===== config.mk =====
export PLATFORM = sky130hd
export DESIGN_NAME = bk_save_top
export DESIGN_NICKNAME = d
export VERILOG_FILES = /design/src/hw/bk_pkg.sv /design/src/hw/bk_block_counter.sv /design/src/hw/bk_data_path.sv /design/src/hw/bk_save_top.sv /design/src/hw/bk_sequencer.sv /design/src/hw/bk_trigger.sv
export SDC_FILE = /design/constraint.sdc
export NUM_CORES = 1
export LEC_CHECK = 0
export BUFFER_PORTS_ARGS = -buffer_cell sky130_fd_sc_hd__buf_2
export CORE_MARGIN = 2
export CORE_UTILIZATION = 44
export DETAILED_ROUTE_END_ITERATION = 10
export MAX_ROUTING_LAYER = met4
export PLACE_DENSITY = 0.78
export SLEW_MARGIN = 20
export SYNTH_ARGS = -nofsm -noshare
export SYNTH_HDL_FRONTEND = slang
export SYNTH_HIERARCHICAL = 1
export SYNTH_SLANG_ARGS = --single-unit

===== constraint.sdc =====
create_clock -name clk_sys -period 3.7 [get_ports clk_sys]
set_input_delay 0.37 -clock clk_sys [delete_from_list [all_inputs] [get_ports clk_sys]]
set_output_delay 0.37 -clock clk_sys [all_outputs]
set_load 0.01 [all_outputs]

===== src/hw/bk_pkg.sv =====
package bk_pkg;

	////////////////////////////////////////////////////////////////////////////
	// Widths

	// Block number inside the save image is the low bits of the host LBA
	localparam int BLOCK_W    = 8;
	localparam int LBA_W      = 32;

	// One block is 256 words of 16 bits
	localparam int BUF_ADDR_W = 8;
	localparam int DATA_W     = 16;

	// Save RAM word address is {block, word}
	localparam int BK_ADDR_W  = BLOCK_W + BUF_ADDR_W;

	// RTC fields kept in the extra block
	localparam int TS_W       = 32;
	localparam int SAVED_W    = 48;
	localparam int RTC_WORDS  = 5;

	////////////////////////////////////////////////////////////////////////////
	// Bundles

	// Block request towards the host
	typedef struct packed {
		logic             rd;
		logic             wr;
		logic [LBA_W-1:0] lba;
	} sd_req_t;

	// Host side of the block buffer
	typedef struct packed {
		logic                  ack;
		logic                  wr;
		logic [BUF_ADDR_W-1:0] addr;
		logic [DATA_W-1:0]     dout;
	} sd_buf_t;

	typedef struct packed {
		logic [TS_W-1:0]    timestamp;
		logic [SAVED_W-1:0] savedtime;
	} rtc_save_t;

	// Image flags as reported by the host
	typedef struct packed {
		logic mounted;
		logic readonly;
		logic has_size;
	} img_info_t;

	// Menu levels
	typedef struct packed {
		logic load;
		logic save;
		logic autosave_en;
	} bk_cmd_t;

endpackage


===== src/hw/bk_block_counter.sv =====
`timescale 1ns/1ps

module bk_block_counter (
	input  logic                       clk_sys,
	input  logic                       reset,
	input  logic                       clear,
	input  logic                       advance,
	input  logic                       rtc_inuse,
	input  logic [bk_pkg::BLOCK_W-1:0] ram_mask,
	output logic [bk_pkg::LBA_W-1:0]   lba,
	output logic                       last
);

	logic [bk_pkg::BLOCK_W-1:0] blk;

	assign blk = lba[bk_pkg::BLOCK_W-1:0];

	// With RTC in use one more block follows the save RAM
	always_comb begin
		if (rtc_inuse)
			last = (blk > ram_mask);
		else
			last = (blk >= ram_mask);
	end

	always_ff @(posedge clk_sys) begin
		if (reset) begin
			lba <= '0;
		end else if (clear) begin
			lba <= '0;
		end else if (advance) begin
			lba <= lba + 1'b1;
		end
	end

endmodule


===== src/hw/bk_data_path.sv =====
`timescale 1ns/1ps

module bk_data_path (
	input  logic [bk_pkg::LBA_W-1:0]     lba,
	input  bk_pkg::sd_buf_t              sd_buf,
	input  logic [bk_pkg::BLOCK_W-1:0]   ram_mask,
	input  logic [bk_pkg::DATA_W-1:0]    bk_q,
	input  bk_pkg::rtc_save_t            rtc,
	output logic [bk_pkg::BK_ADDR_W-1:0] bk_addr,
	output logic [bk_pkg::DATA_W-1:0]    bk_data,
	output logic                         bk_wr,
	output logic                         bk_rtc_wr,
	output logic [bk_pkg::DATA_W-1:0]    sd_buff_din
);

	logic [bk_pkg::BLOCK_W-1:0] blk;
	logic                       is_ram;
	logic                       buf_we;

	assign blk    = lba[bk_pkg::BLOCK_W-1:0];
	assign is_ram = (blk <= ram_mask);
	assign buf_we = sd_buf.wr & sd_buf.ack;

	assign bk_addr = {blk, sd_buf.addr};
	assign bk_data = sd_buf.dout;

	// Blocks past the RAM size go to the RTC capture only
	assign bk_wr     = is_ram & buf_we;
	assign bk_rtc_wr = ~is_ram & buf_we;

	always_comb begin
		sd_buff_din = '1;
		if (is_ram) begin
			sd_buff_din = bk_q;
		end else if (sd_buf.addr < bk_pkg::RTC_WORDS) begin
			case (sd_buf.addr)
				8'd0:    sd_buff_din = rtc.timestamp[15:0];
				8'd1:    sd_buff_din = rtc.timestamp[31:16];
				8'd2:    sd_buff_din = rtc.savedtime[15:0];
				8'd3:    sd_buff_din = rtc.savedtime[31:16];
				8'd4:    sd_buff_din = rtc.savedtime[47:32];
			endcase
		end
	end

endmodule


===== src/hw/bk_save_top.sv =====
`timescale 1ns/1ps

module bk_save_top (
	input  logic                         clk_sys,
	input  logic                         reset,
	input  logic                         downloading,
	input  logic                         cram_wr,
	input  logic                         osd_status,
	input  logic                         cart_has_save,
	input  logic                         rtc_inuse,
	input  bk_pkg::img_info_t            img,
	input  bk_pkg::bk_cmd_t              cmd,
	input  bk_pkg::sd_buf_t              sd_buf,
	input  bk_pkg::rtc_save_t            rtc,
	input  logic [bk_pkg::BLOCK_W-1:0]   ram_mask,
	input  logic [bk_pkg::DATA_W-1:0]    bk_q,
	output bk_pkg::sd_req_t              req,
	output logic [bk_pkg::BK_ADDR_W-1:0] bk_addr,
	output logic [bk_pkg::DATA_W-1:0]    bk_data,
	output logic                         bk_wr,
	output logic                         bk_rtc_wr,
	output logic [bk_pkg::DATA_W-1:0]    sd_buff_din,
	output logic                         busy,
	output logic                         loading,
	output logic                         led
);

	logic                     start;
	logic                     start_load;
	logic                     sav_pending;
	logic                     clear;
	logic                     advance;
	logic                     last;
	logic                     rd;
	logic                     wr;
	logic [bk_pkg::LBA_W-1:0] lba;

	////////////////////////////////////////////////////////////////////////////
	// Request side

	bk_trigger u_trigger (
		.clk_sys       (clk_sys),
		.reset         (reset),
		.downloading   (downloading),
		.cram_wr       (cram_wr),
		.osd_status    (osd_status),
		.cart_has_save (cart_has_save),
		.busy          (busy),
		.img           (img),
		.cmd           (cmd),
		.start         (start),
		.start_load    (start_load),
		.sav_pending   (sav_pending)
	);

	bk_sequencer u_sequencer (
		.clk_sys    (clk_sys),
		.reset      (reset),
		.start      (start),
		.start_load (start_load),
		.ack        (sd_buf.ack),
		.last       (last),
		.rd         (rd),
		.wr         (wr),
		.busy       (busy),
		.loading    (loading),
		.clear      (clear),
		.advance    (advance)
	);

	bk_block_counter u_block_counter (
		.clk_sys   (clk_sys),
		.reset     (reset),
		.clear     (clear),
		.advance   (advance),
		.rtc_inuse (rtc_inuse),
		.ram_mask  (ram_mask),
		.lba       (lba),
		.last      (last)
	);

	assign req = '{rd: rd, wr: wr, lba: lba};

	////////////////////////////////////////////////////////////////////////////
	// Buffer side

	bk_data_path u_data_path (
		.lba         (lba),
		.sd_buf      (sd_buf),
		.ram_mask    (ram_mask),
		.bk_q        (bk_q),
		.rtc         (rtc),
		.bk_addr     (bk_addr),
		.bk_data     (bk_data),
		.bk_wr       (bk_wr),
		.bk_rtc_wr   (bk_rtc_wr),
		.sd_buff_din (sd_buff_din)
	);

	// User LED shows download activity or unsaved RAM
	assign led = downloading | sav_pending;

endmodule


===== src/hw/bk_sequencer.sv =====
`timescale 1ns/1ps

module bk_sequencer (
	input  logic clk_sys,
	input  logic reset,
	input  logic start,
	input  logic start_load,
	input  logic ack,
	input  logic last,
	output logic rd,
	output logic wr,
	output logic busy,
	output logic loading,
	output logic clear,
	output logic advance
);

	typedef enum logic {
		st_idle,
		st_active
	} state_t;

	state_t state;
	logic   old_ack;
	logic   ack_rise;
	logic   ack_fall;

	assign ack_rise = ~old_ack & ack;
	assign ack_fall = old_ack & ~ack;

	assign busy    = (state == st_active);
	assign clear   = (state == st_idle) & start;
	assign advance = (state == st_active) & ack_fall & ~last;

	always_ff @(posedge clk_sys) begin
		if (reset) begin
			state   <= st_idle;
			old_ack <= 1'b0;
			rd      <= 1'b0;
			wr      <= 1'b0;
			loading <= 1'b0;
		end else begin
			old_ack <= ack;

			// Host took the request
			if (ack_rise) begin
				rd <= 1'b0;
				wr <= 1'b0;
			end

			case (state)
				st_idle: begin
					if (start) begin
						state   <= st_active;
						loading <= start_load;
						rd      <= start_load;
						wr      <= ~start_load;
					end
				end
				st_active: begin
					if (ack_fall) begin
						if (last) begin
							state   <= st_idle;
							loading <= 1'b0;
						end else begin
							rd <= loading;
							wr <= ~loading;
						end
					end
				end
				default: state <= st_idle;
			endcase
		end
	end

endmodule


===== src/hw/bk_trigger.sv =====
`timescale 1ns/1ps

module bk_trigger (
	input  logic              clk_sys,
	input  logic              reset,
	input  logic              downloading,
	input  logic              cram_wr,
	input  logic              osd_status,
	input  logic              cart_has_save,
	input  logic              busy,
	input  bk_pkg::img_info_t img,
	input  bk_pkg::bk_cmd_t   cmd,
	output logic              start,
	output logic              start_load,
	output logic              sav_pending
);

	logic old_downloading;
	logic old_load;
	logic old_save;
	logic bk_ena;
	logic new_load;

	logic sav_supported;
	logic load_cond;
	logic save_cond;
	logic dl_rise;
	logic dl_fall;
	logic load_rise;
	logic save_rise;
	logic auto_load;

	assign sav_supported = bk_ena & cart_has_save;

	// Level conditions whose edges are taken against the last cycle
	assign load_cond = cmd.load | new_load;
	assign save_cond = cmd.save | (sav_pending & osd_status & cmd.autosave_en);

	assign dl_rise   = ~old_downloading & downloading;
	assign dl_fall   = old_downloading & ~downloading;
	assign load_rise = ~old_load & load_cond;
	assign save_rise = ~old_save & save_cond;
	assign auto_load = dl_fall & img.has_size;

	always_ff @(posedge clk_sys) begin
		if (reset) begin
			old_downloading <= 1'b0;
			old_load        <= 1'b0;
			old_save        <= 1'b0;
			bk_ena          <= 1'b0;
			new_load        <= 1'b0;
			sav_pending     <= 1'b0;
			start           <= 1'b0;
			start_load      <= 1'b0;
		end else begin
			old_downloading <= downloading;
			old_load        <= load_cond;
			old_save        <= save_cond;

			// Save image is mounted by the end of the download
			if (dl_rise)
				bk_ena <= 1'b0;
			if (downloading && img.mounted && !img.readonly)
				bk_ena <= 1'b1;

			if (dl_fall && sav_supported)
				new_load <= 1'b1;
			else if (busy)
				new_load <= 1'b0;

			if (cram_wr && !osd_status && sav_supported)
				sav_pending <= 1'b1;
			else if (busy)
				sav_pending <= 1'b0;

			// One pulse per request; the held start covers the cycle before busy
			start <= bk_ena & ~busy & ~start & (load_rise | save_rise | auto_load);
			start_load <= load_rise | auto_load;
		end
	end

endmodule


==> out/metrics.cfg, run 1 <==
[critical_path]
cp_slowest_cell=o31ai_4
timing.rr.start=u_block_counter/lba[5]$_SDFFE_PP0P_
crit_arrival_ns=2.96
required_ns=3.33
worstSetupStartpoint=u_block_counter/lba[5]$_SDFFE_PP0P_
critPathTopFamily=compound AO/OA/AOI/OAI gates
critPathLaunchType=flip-flop
cp_cell_sequence=ha_1 -> a211oi_2 -> nor2_1 -> o31ai_4 -> mux2_2 -> buf_2
critPathBufInv=1
path_max_fanout=18
path_class=flip-flop to primary output
crit_path_end_kind=primary output
slowest_delay_ns=0.90

[final_layout]
final_cell_area_um2=4527
fin_util=0.5565
drive_gt1_frac=0.4622
nets=729
area_growth_pct=23.35
fillerInstances=754

[timing]
worst_slew_pin_slew_ns=1.084
fmax_ghz=0.3004
finalSetupViolations=0
slew_violations=0
rsz0062_at_grt=false
slew_headroom=0.2770
finalHoldViolCount=0
whs_ns=0.3152
layout_min_cycle_time_ns=3.329
fin_crit_sh=0.8996
final.setup_skew_ns=0.008792
finalSetupTns_ns=0

[synth]
ys.flop_type=dfxtp_1
synth_area_leaders=dfxtp_1, buf_4, mux2_2
synth_top_cell_by_area=dfxtp_1
async_flop_share=0
synth_area_per_cell_um2=8.822
synthCells=416
syn-num-nets=576
synthTopCellsByCount=nor2_1, dfxtp_1, buf_4, mux2_2, inv_1
syn-cell-area_um2=3670
seq_area_frac_synth=0.2455
synth_edf_count=0
synth_seq_cells=45
synth_most_common_cell=nor2_1
yosysUniqueCellTypes=61
yosysWarnings=6
synth_top_area_frac=0.2455

[grt]
grt_overflow_total=0
grt_pass1_vias=3314
grt_max_degree=36
track_usage=0.2413
antenna_found_initial=1
grt_pass1_wl_mm=16.51

[run]
cap_viol_max_count=0

[outcome]
outcome=finished, final reports clean

[die]
die_h_um=95.33
die_x_um=95.33
placementRows=33
start_util=0.4512
core-area_um2=8134
io_pins=230
die_area_um2=9087

[drt]
wl_per_cell_um=16.51
viasPerCell=5.363
vias=3620
antenna_left=0
drtIter0Drc=161
drc=0
routed_wl_mm=11.15
dr.pass1.iters=5

[clocking]
clock_sinks=45
cts_made_buffers=5
post_cts_buffers=0
cts_tree=built
cts_max_path_buffers=2
hold_buffers=0
insertion_delay_ns=0.29
path_clk_slew_ns=0.08
h-tree-depth=2
cts_root_buffer=clkbuf_8
ctsResizeCount=0

[place]
hpwl_mm=9.190
io_buffers=197
placed_area_um2=4434
place_congestion=0.9339

[worst_hold_path]
worstHoldPathType=input pin to flip-flop
min-delay-start=cmd[2]

[pwr]
p_leak_nw=2.228
ir_worst_vdd_mv=0.2443
power_density_nw_per_um2=224.6

[registers in the layout (all words and copies together) (netlist names)]
name / flops
u_block_counter/lba: 32
u_sequencer/busy: 1
u_sequencer/loading: 1
u_sequencer/old_ack: 1
u_sequencer/rd: 1
u_sequencer/wr: 1
u_trigger/bk_ena: 1
u_trigger/new_load: 1
u_trigger/old_downloading: 1
u_trigger/old_load: 1
u_trigger/old_save: 1
u_trigger/sav_pending: 1
u_trigger/start: 1
u_trigger/start_load: 1
[where the power goes]
| part | leakage [nW] | switching [W] | total [W] | internal, W |
|---|---|---|---|---|
| clock | 0.0433 | 0.000160 | 0.000308 | 0.000148 |
| sequential | 0.364 | 0.00000461 | 0.000493 | 0.000489 |
| combinational | 1.82 | 0.000103 | 0.000215 | 0.000113 |
[final cells by class]
type / count / area [um2] / share of cell area
repair buffers: 198 / 993.5 / 0.2195
diodes: 1 / 2.502 / 0.0005528
inverters: 23 / 86.33 / 0.01907
flip-flops and latches: 45 / 900.9 / 0.1990
well taps: 105 / 131.4 / 0.02902
clock buffers: 6 / 82.58 / 0.01824
multi-input cells: 296 / 2322 / 0.5130
clock inverters: 1 / 7.507 / 0.001658
[routing by layer]
metal,global-route usage,part of all wire,vias up,routed length [um]
li1,-,-,1759,-
met1,0.2903,0.41,1686,4624
met2,0.3985,0.47,165,5271
met3,0.06719,0.10,10,1110
met4,0.06159,0.012,0,139
met5,-,0,-,0
[through the flow]
| step | instances | setup WS [ns] | power (W) |
|---|---|---|---|
| 3_3_place_gp | 667 | 0.6481 | 0.0007120 |
| 5_1_grt | 675 | 0.1730 | 0.001058 |
| 2_1_floorplan | 416 | 0.6997 | 0.0006375 |
| 3_5_place_dp | 667 | 0.5870 | 0.0007185 |
| 4_1_cts | 674 | 0.3405 | 0.001018 |
| 6_report | 675 | 0.3715 | 0.001017 |
[cell families after synthesis]
logic type | synth area share
flops | 0.2455
compound gates | 0.1395
simple gates | 0.2162
mux | 0.1500
xor+xnor | 0.06921
buf+inv | 0.1217
fa+ha+maj | 0.05796
[cells in the final DEF (no fill, tap or decap), drive strengths merged, types with 2 or more instances in the layout]
| cell type | Yosys | routed |
|---|---|---|
| nand2b | 3 | 3 |
| clkbuf | 9 | 6 |
| o22ai | 16 | 16 |
| nand2 | 11 | 11 |
| nand4 | 16 | 16 |
| nand3b | 4 | 4 |
| nor2 | 48 | 48 |
| o31a | 3 | 3 |
| o21ai | 5 | 5 |
| xor2 | 20 | 20 |
| xnor2 | 9 | 9 |
| dfxtp | 45 | 45 |
| a221oi | 2 | 2 |
| ha | 17 | 17 |
| buf | 43 | 198 |
| a211oi | 2 | 2 |
| a22oi | 16 | 16 |
| and4 | 4 | 4 |
| mux2 | 32 | 32 |
| a21oi | 12 | 12 |
| and3 | 6 | 6 |
| or2 | 4 | 4 |
| nor4 | 4 | 4 |
| a21o | 4 | 4 |
| inv | 23 | 23 |
| a31oi | 3 | 3 |
| nand3 | 15 | 15 |
| mux2i | 16 | 16 |
| nor2b | 8 | 8 |
| nor3 | 5 | 5 |
[worst min-delay path, cell delays in order]
cell and delay [ns]:
buf_2 0.10, nor2_4 0.04, nor2_1 0.06
[final timing paths]
path | to | slack (ns) | cells past startpoint
max reg2reg | u_block_counter/lba[17]$_SDFFE_PP0P_ | 0.58 | 13
min | u_trigger/old_load$_SDFF_PP0_ | 0.32 | 3
min reg2reg | u_trigger/sav_pending$_SDFFE_PP0P_ | 0.48 | 2
max | sd_buff_din[4] | 0.37 | 6
No activity file was read; power rests on OpenSTA's default activity.
==> run 2, diff against run 1 <==
- ABC_AREA: unset -> 1
- CORE_UTILIZATION: 44 -> 46
==> out/metrics.cfg, run 2 <==
[die]
core-area_um2=9153  ; was 8134 um2
io_pins=230  ; unchanged
die_x_um=100.7  ; was 95.33 um
placementRows=35  ; was 33
die_h_um=100.7  ; was 95.33 um
die_area_um2=10140  ; was 9087 um2
start_util=0.4700  ; was 0.4512

[critical_path]
crit_path_end_kind=primary output  ; unchanged
path_class=flip-flop to primary output  ; unchanged
timing.rr.start=u_block_counter/lba[3]$_SDFFE_PP0P_  ; was u_block_counter/lba[5]$_SDFFE_PP0P_
cp_cell_sequence=ha_1 -> nand2_1 -> inv_1 -> nand2_1 -> nand2_1 -> nand2_1 -> nand2_1 -> nand2_2 -> inv_2 -> nand2_1 -> nand2_1 -> buf_2  ; was ha_1 -> a211oi_2 -> nor2_1 -> o31ai_4 -> mux2_2 -> buf_2
cp_slowest_cell=dfxtp_1  ; was o31ai_4
regToRegEndpoint=u_block_counter/lba[14]$_SDFFE_PP0P_  ; was u_block_counter/lba[17]$_SDFFE_PP0P_
crit_cells=12  ; was 6
critPathBufInv=3  ; was 1
reg2reg_depth=18  ; was 13
required_ns=3.33  ; about the same
slowest_delay_ns=0.55  ; was 0.90 ns
reg2reg_slack_ns=1.05  ; was 0.58 ns
path_max_fanout=18  ; unchanged
critPathTopFamily=simple AND/OR/NAND/NOR gates  ; was compound AO/OA/AOI/OAI gates
critPathLaunchType=flip-flop  ; unchanged
crit_path_frequent_cell=nand2_1
crit_arrival_ns=2.38  ; was 2.96 ns

[synth]
syn-num-nets=908  ; was 576
synth_seq_cells=45  ; unchanged
synth_top_area_frac=0.2094  ; was 0.2455
ys.flop_type=dfxtp_1  ; unchanged
synth_area_per_cell_um2=5.751  ; was 8.822 um2
yosysUniqueCellTypes=33  ; was 61
async_flop_share=0  ; unchanged
synth_edf_count=0  ; unchanged
synth_top_cell_by_area=dfxtp_1  ; unchanged
yosysWarnings=6  ; unchanged
synthTopCellsByCount=nand2_1, nor2_1, nand3_1, inv_1  ; was nor2_1, dfxtp_1, buf_4, mux2_2, inv_1
synth_area_leaders=dfxtp_1, nand2_1, nand3_1  ; was dfxtp_1, buf_4, mux2_2
synth_most_common_cell=nand2_1  ; was nor2_1
synthCells=748  ; was 416
seq_area_frac_synth=0.2094  ; was 0.2455
syn-cell-area_um2=4302  ; was 3670 um2

[timing]
final.setup_skew_ns=0.005721  ; was 0.008792 ns
finalHoldViolCount=0  ; unchanged
fin_crit_sh=0.7419  ; was 0.8996
finalSetupViolations=0  ; unchanged
slew_violations=0  ; unchanged
layout_min_cycle_time_ns=2.745  ; was 3.329 ns
rsz0062_at_grt=false  ; unchanged
finalSetupTns_ns=0  ; unchanged
slew_headroom=0.5300  ; was 0.2770
postLayoutSetupSlackWorst_ns=0.9550  ; was 0.3715 ns
whs_ns=0.2995  ; was 0.3152 ns
fmax_ghz=0.3643  ; was 0.3004 GHz
worst_slew_pin_slew_ns=0.7043  ; was 1.084 ns

[clocking]
hold_buffers=0  ; unchanged
cts_made_buffers=5  ; unchanged
post_cts_buffers=0  ; unchanged
clock_sinks=45  ; unchanged
cts_root_buffer=clkbuf_8  ; unchanged
ctsResizeCount=0  ; unchanged
h-tree-depth=2  ; unchanged
insertion_delay_ns=0.29  ; about the same
path_clk_slew_ns=0.08  ; about the same
cts_max_path_buffers=2  ; unchanged
cts_tree=built  ; unchanged

[drt]
viasPerCell=4.924  ; was 5.363
antenna_left=0  ; unchanged
drc=0  ; unchanged
wl_per_cell_um=12.66  ; was 16.51 um
routed_wl_mm=12.84  ; was 11.15 mm
vias=4993  ; was 3620
dr.pass1.iters=4  ; was 5
drtIter0Drc=228  ; was 161

[pwr]
ir_worst_vdd_mv=0.2244  ; was 0.2443 mV
p_total_w=0.001012  ; was 0.001017 W
power_density_nw_per_um2=196.7  ; was 224.6 nW/um2
p_leak_nw=2.699  ; was 2.228 nW

[grt]
track_usage=0.2453  ; was 0.2413
grt_max_degree=65  ; was 36
grt_overflow_total=0  ; unchanged
grt_pass1_vias=4154  ; was 3314
grt_pass1_wl_mm=19.45  ; was 16.51 mm
antenna_found_initial=0  ; was 1

[worst_hold_path]
min-delay-start=cmd[2]  ; unchanged
hold_path_end=u_trigger/old_load$_SDFF_PP0_  ; unchanged
worstHoldPathType=input pin to flip-flop  ; unchanged
hold_depth=3  ; unchanged

[place]
place_congestion=0.9322  ; was 0.9339
io_buffers=197  ; unchanged
hpwl_mm=10.31  ; was 9.190 mm
post-place-ws_ns=1.063  ; was 0.5870 ns

[final_layout]
nets=1062  ; was 729
drive_gt1_frac=0.2791  ; was 0.4622
regMostFlops=u_block_counter/lba  ; unchanged
final_common_cell=nand2_1  ; was buf_2
largest_reg_flops=32  ; unchanged
diodes=0  ; was 1
final_cell_mix=nand2_1, buf_2, nor2_1  ; was buf_2, nor2_1, dfxtp_1
area_growth_pct=19.66  ; was 23.35%

[outcome]
outcome=finished, final reports clean  ; unchanged

[run]
cap_viol_max_count=0  ; unchanged

[run 2: cells by family after synthesis]
group	share of synthesized area
compound gates	0.04829
xor+xnor	0.01018
fa+ha+maj	0.04945
buf+inv	0.1684
flops	0.2094
simple gates	0.5143
[run 2: worst min-delay path: stages]
cell and delay (ns):
buf_2 0.09, nor2_2 0.03, nor2_1 0.06
[run 2: final cells by class]
type	count	area (um2)
Fill cell	975	4005
Timing Repair Buffer	199	1001
Inverter	87	329.1
Tap cell	111	138.9
Clock inverter	1	5.005
Clock buffer	7	96.34
Multi-Input combinational cell	564	2676
Sequential cell	45	900.9
[run 2: stage by stage]
step | utilization | instances | area, um2
6_report | 0.5624 | 1014 | 5147
5_1_grt | 0.5624 | 1014 | 5147
4_1_cts | 0.5624 | 1014 | 5147
3_5_place_dp | 0.5513 | 1006 | 5046
3_3_place_gp | 0.5513 | 1006 | 5046
2_1_floorplan | - | 748 | 4302
[run 2: where the power goes]
group,internal (W),switching [W],leakage (nW),total [W]
clock,0.000169,0.000161,0.0542,0.000330
combinational,0.0000859,0.000104,2.28,0.000190
sequential,0.000489,0.00000356,0.364,0.000492
total,0.000744,0.000269,2.70,0.00101
[run 2: routing by layer]
metal / GRT usage / wire (um) / up-vias
met2: 0.3851 / 5621 / 189
met4: 0.09694 / 433 / 0
li1: - / - / 2612
met1: 0.3146 / 5780 / 2158
met5: - / 0 / -
met3: 0.04092 / 1002 / 34
[run 2: worst max-delay path by stage]
stage,from,end,slack (ns)
final,u_block_counter/lba[2]$_SDFFE_PP0P_,sd_buff_din[9],0.95
after global routing,u_block_counter/lba[3]$_SDFFE_PP0P_,u_block_counter/lba[28]$_SDFFE_PP0P_,0.66
after CTS,u_block_counter/lba[3]$_SDFFE_PP0P_,sd_buff_din[12],0.95
after detailed placement,ram_mask[7],u_block_counter/lba[14]$_SDFFE_PP0P_,1.06
after global placement,ram_mask[7],u_block_counter/lba[14]$_SDFFE_PP0P_,1.13
after floorplan,u_block_counter/lba[7]$_SDFFE_PP0P_,u_block_counter/lba[29]$_SDFFE_PP0P_,1.30
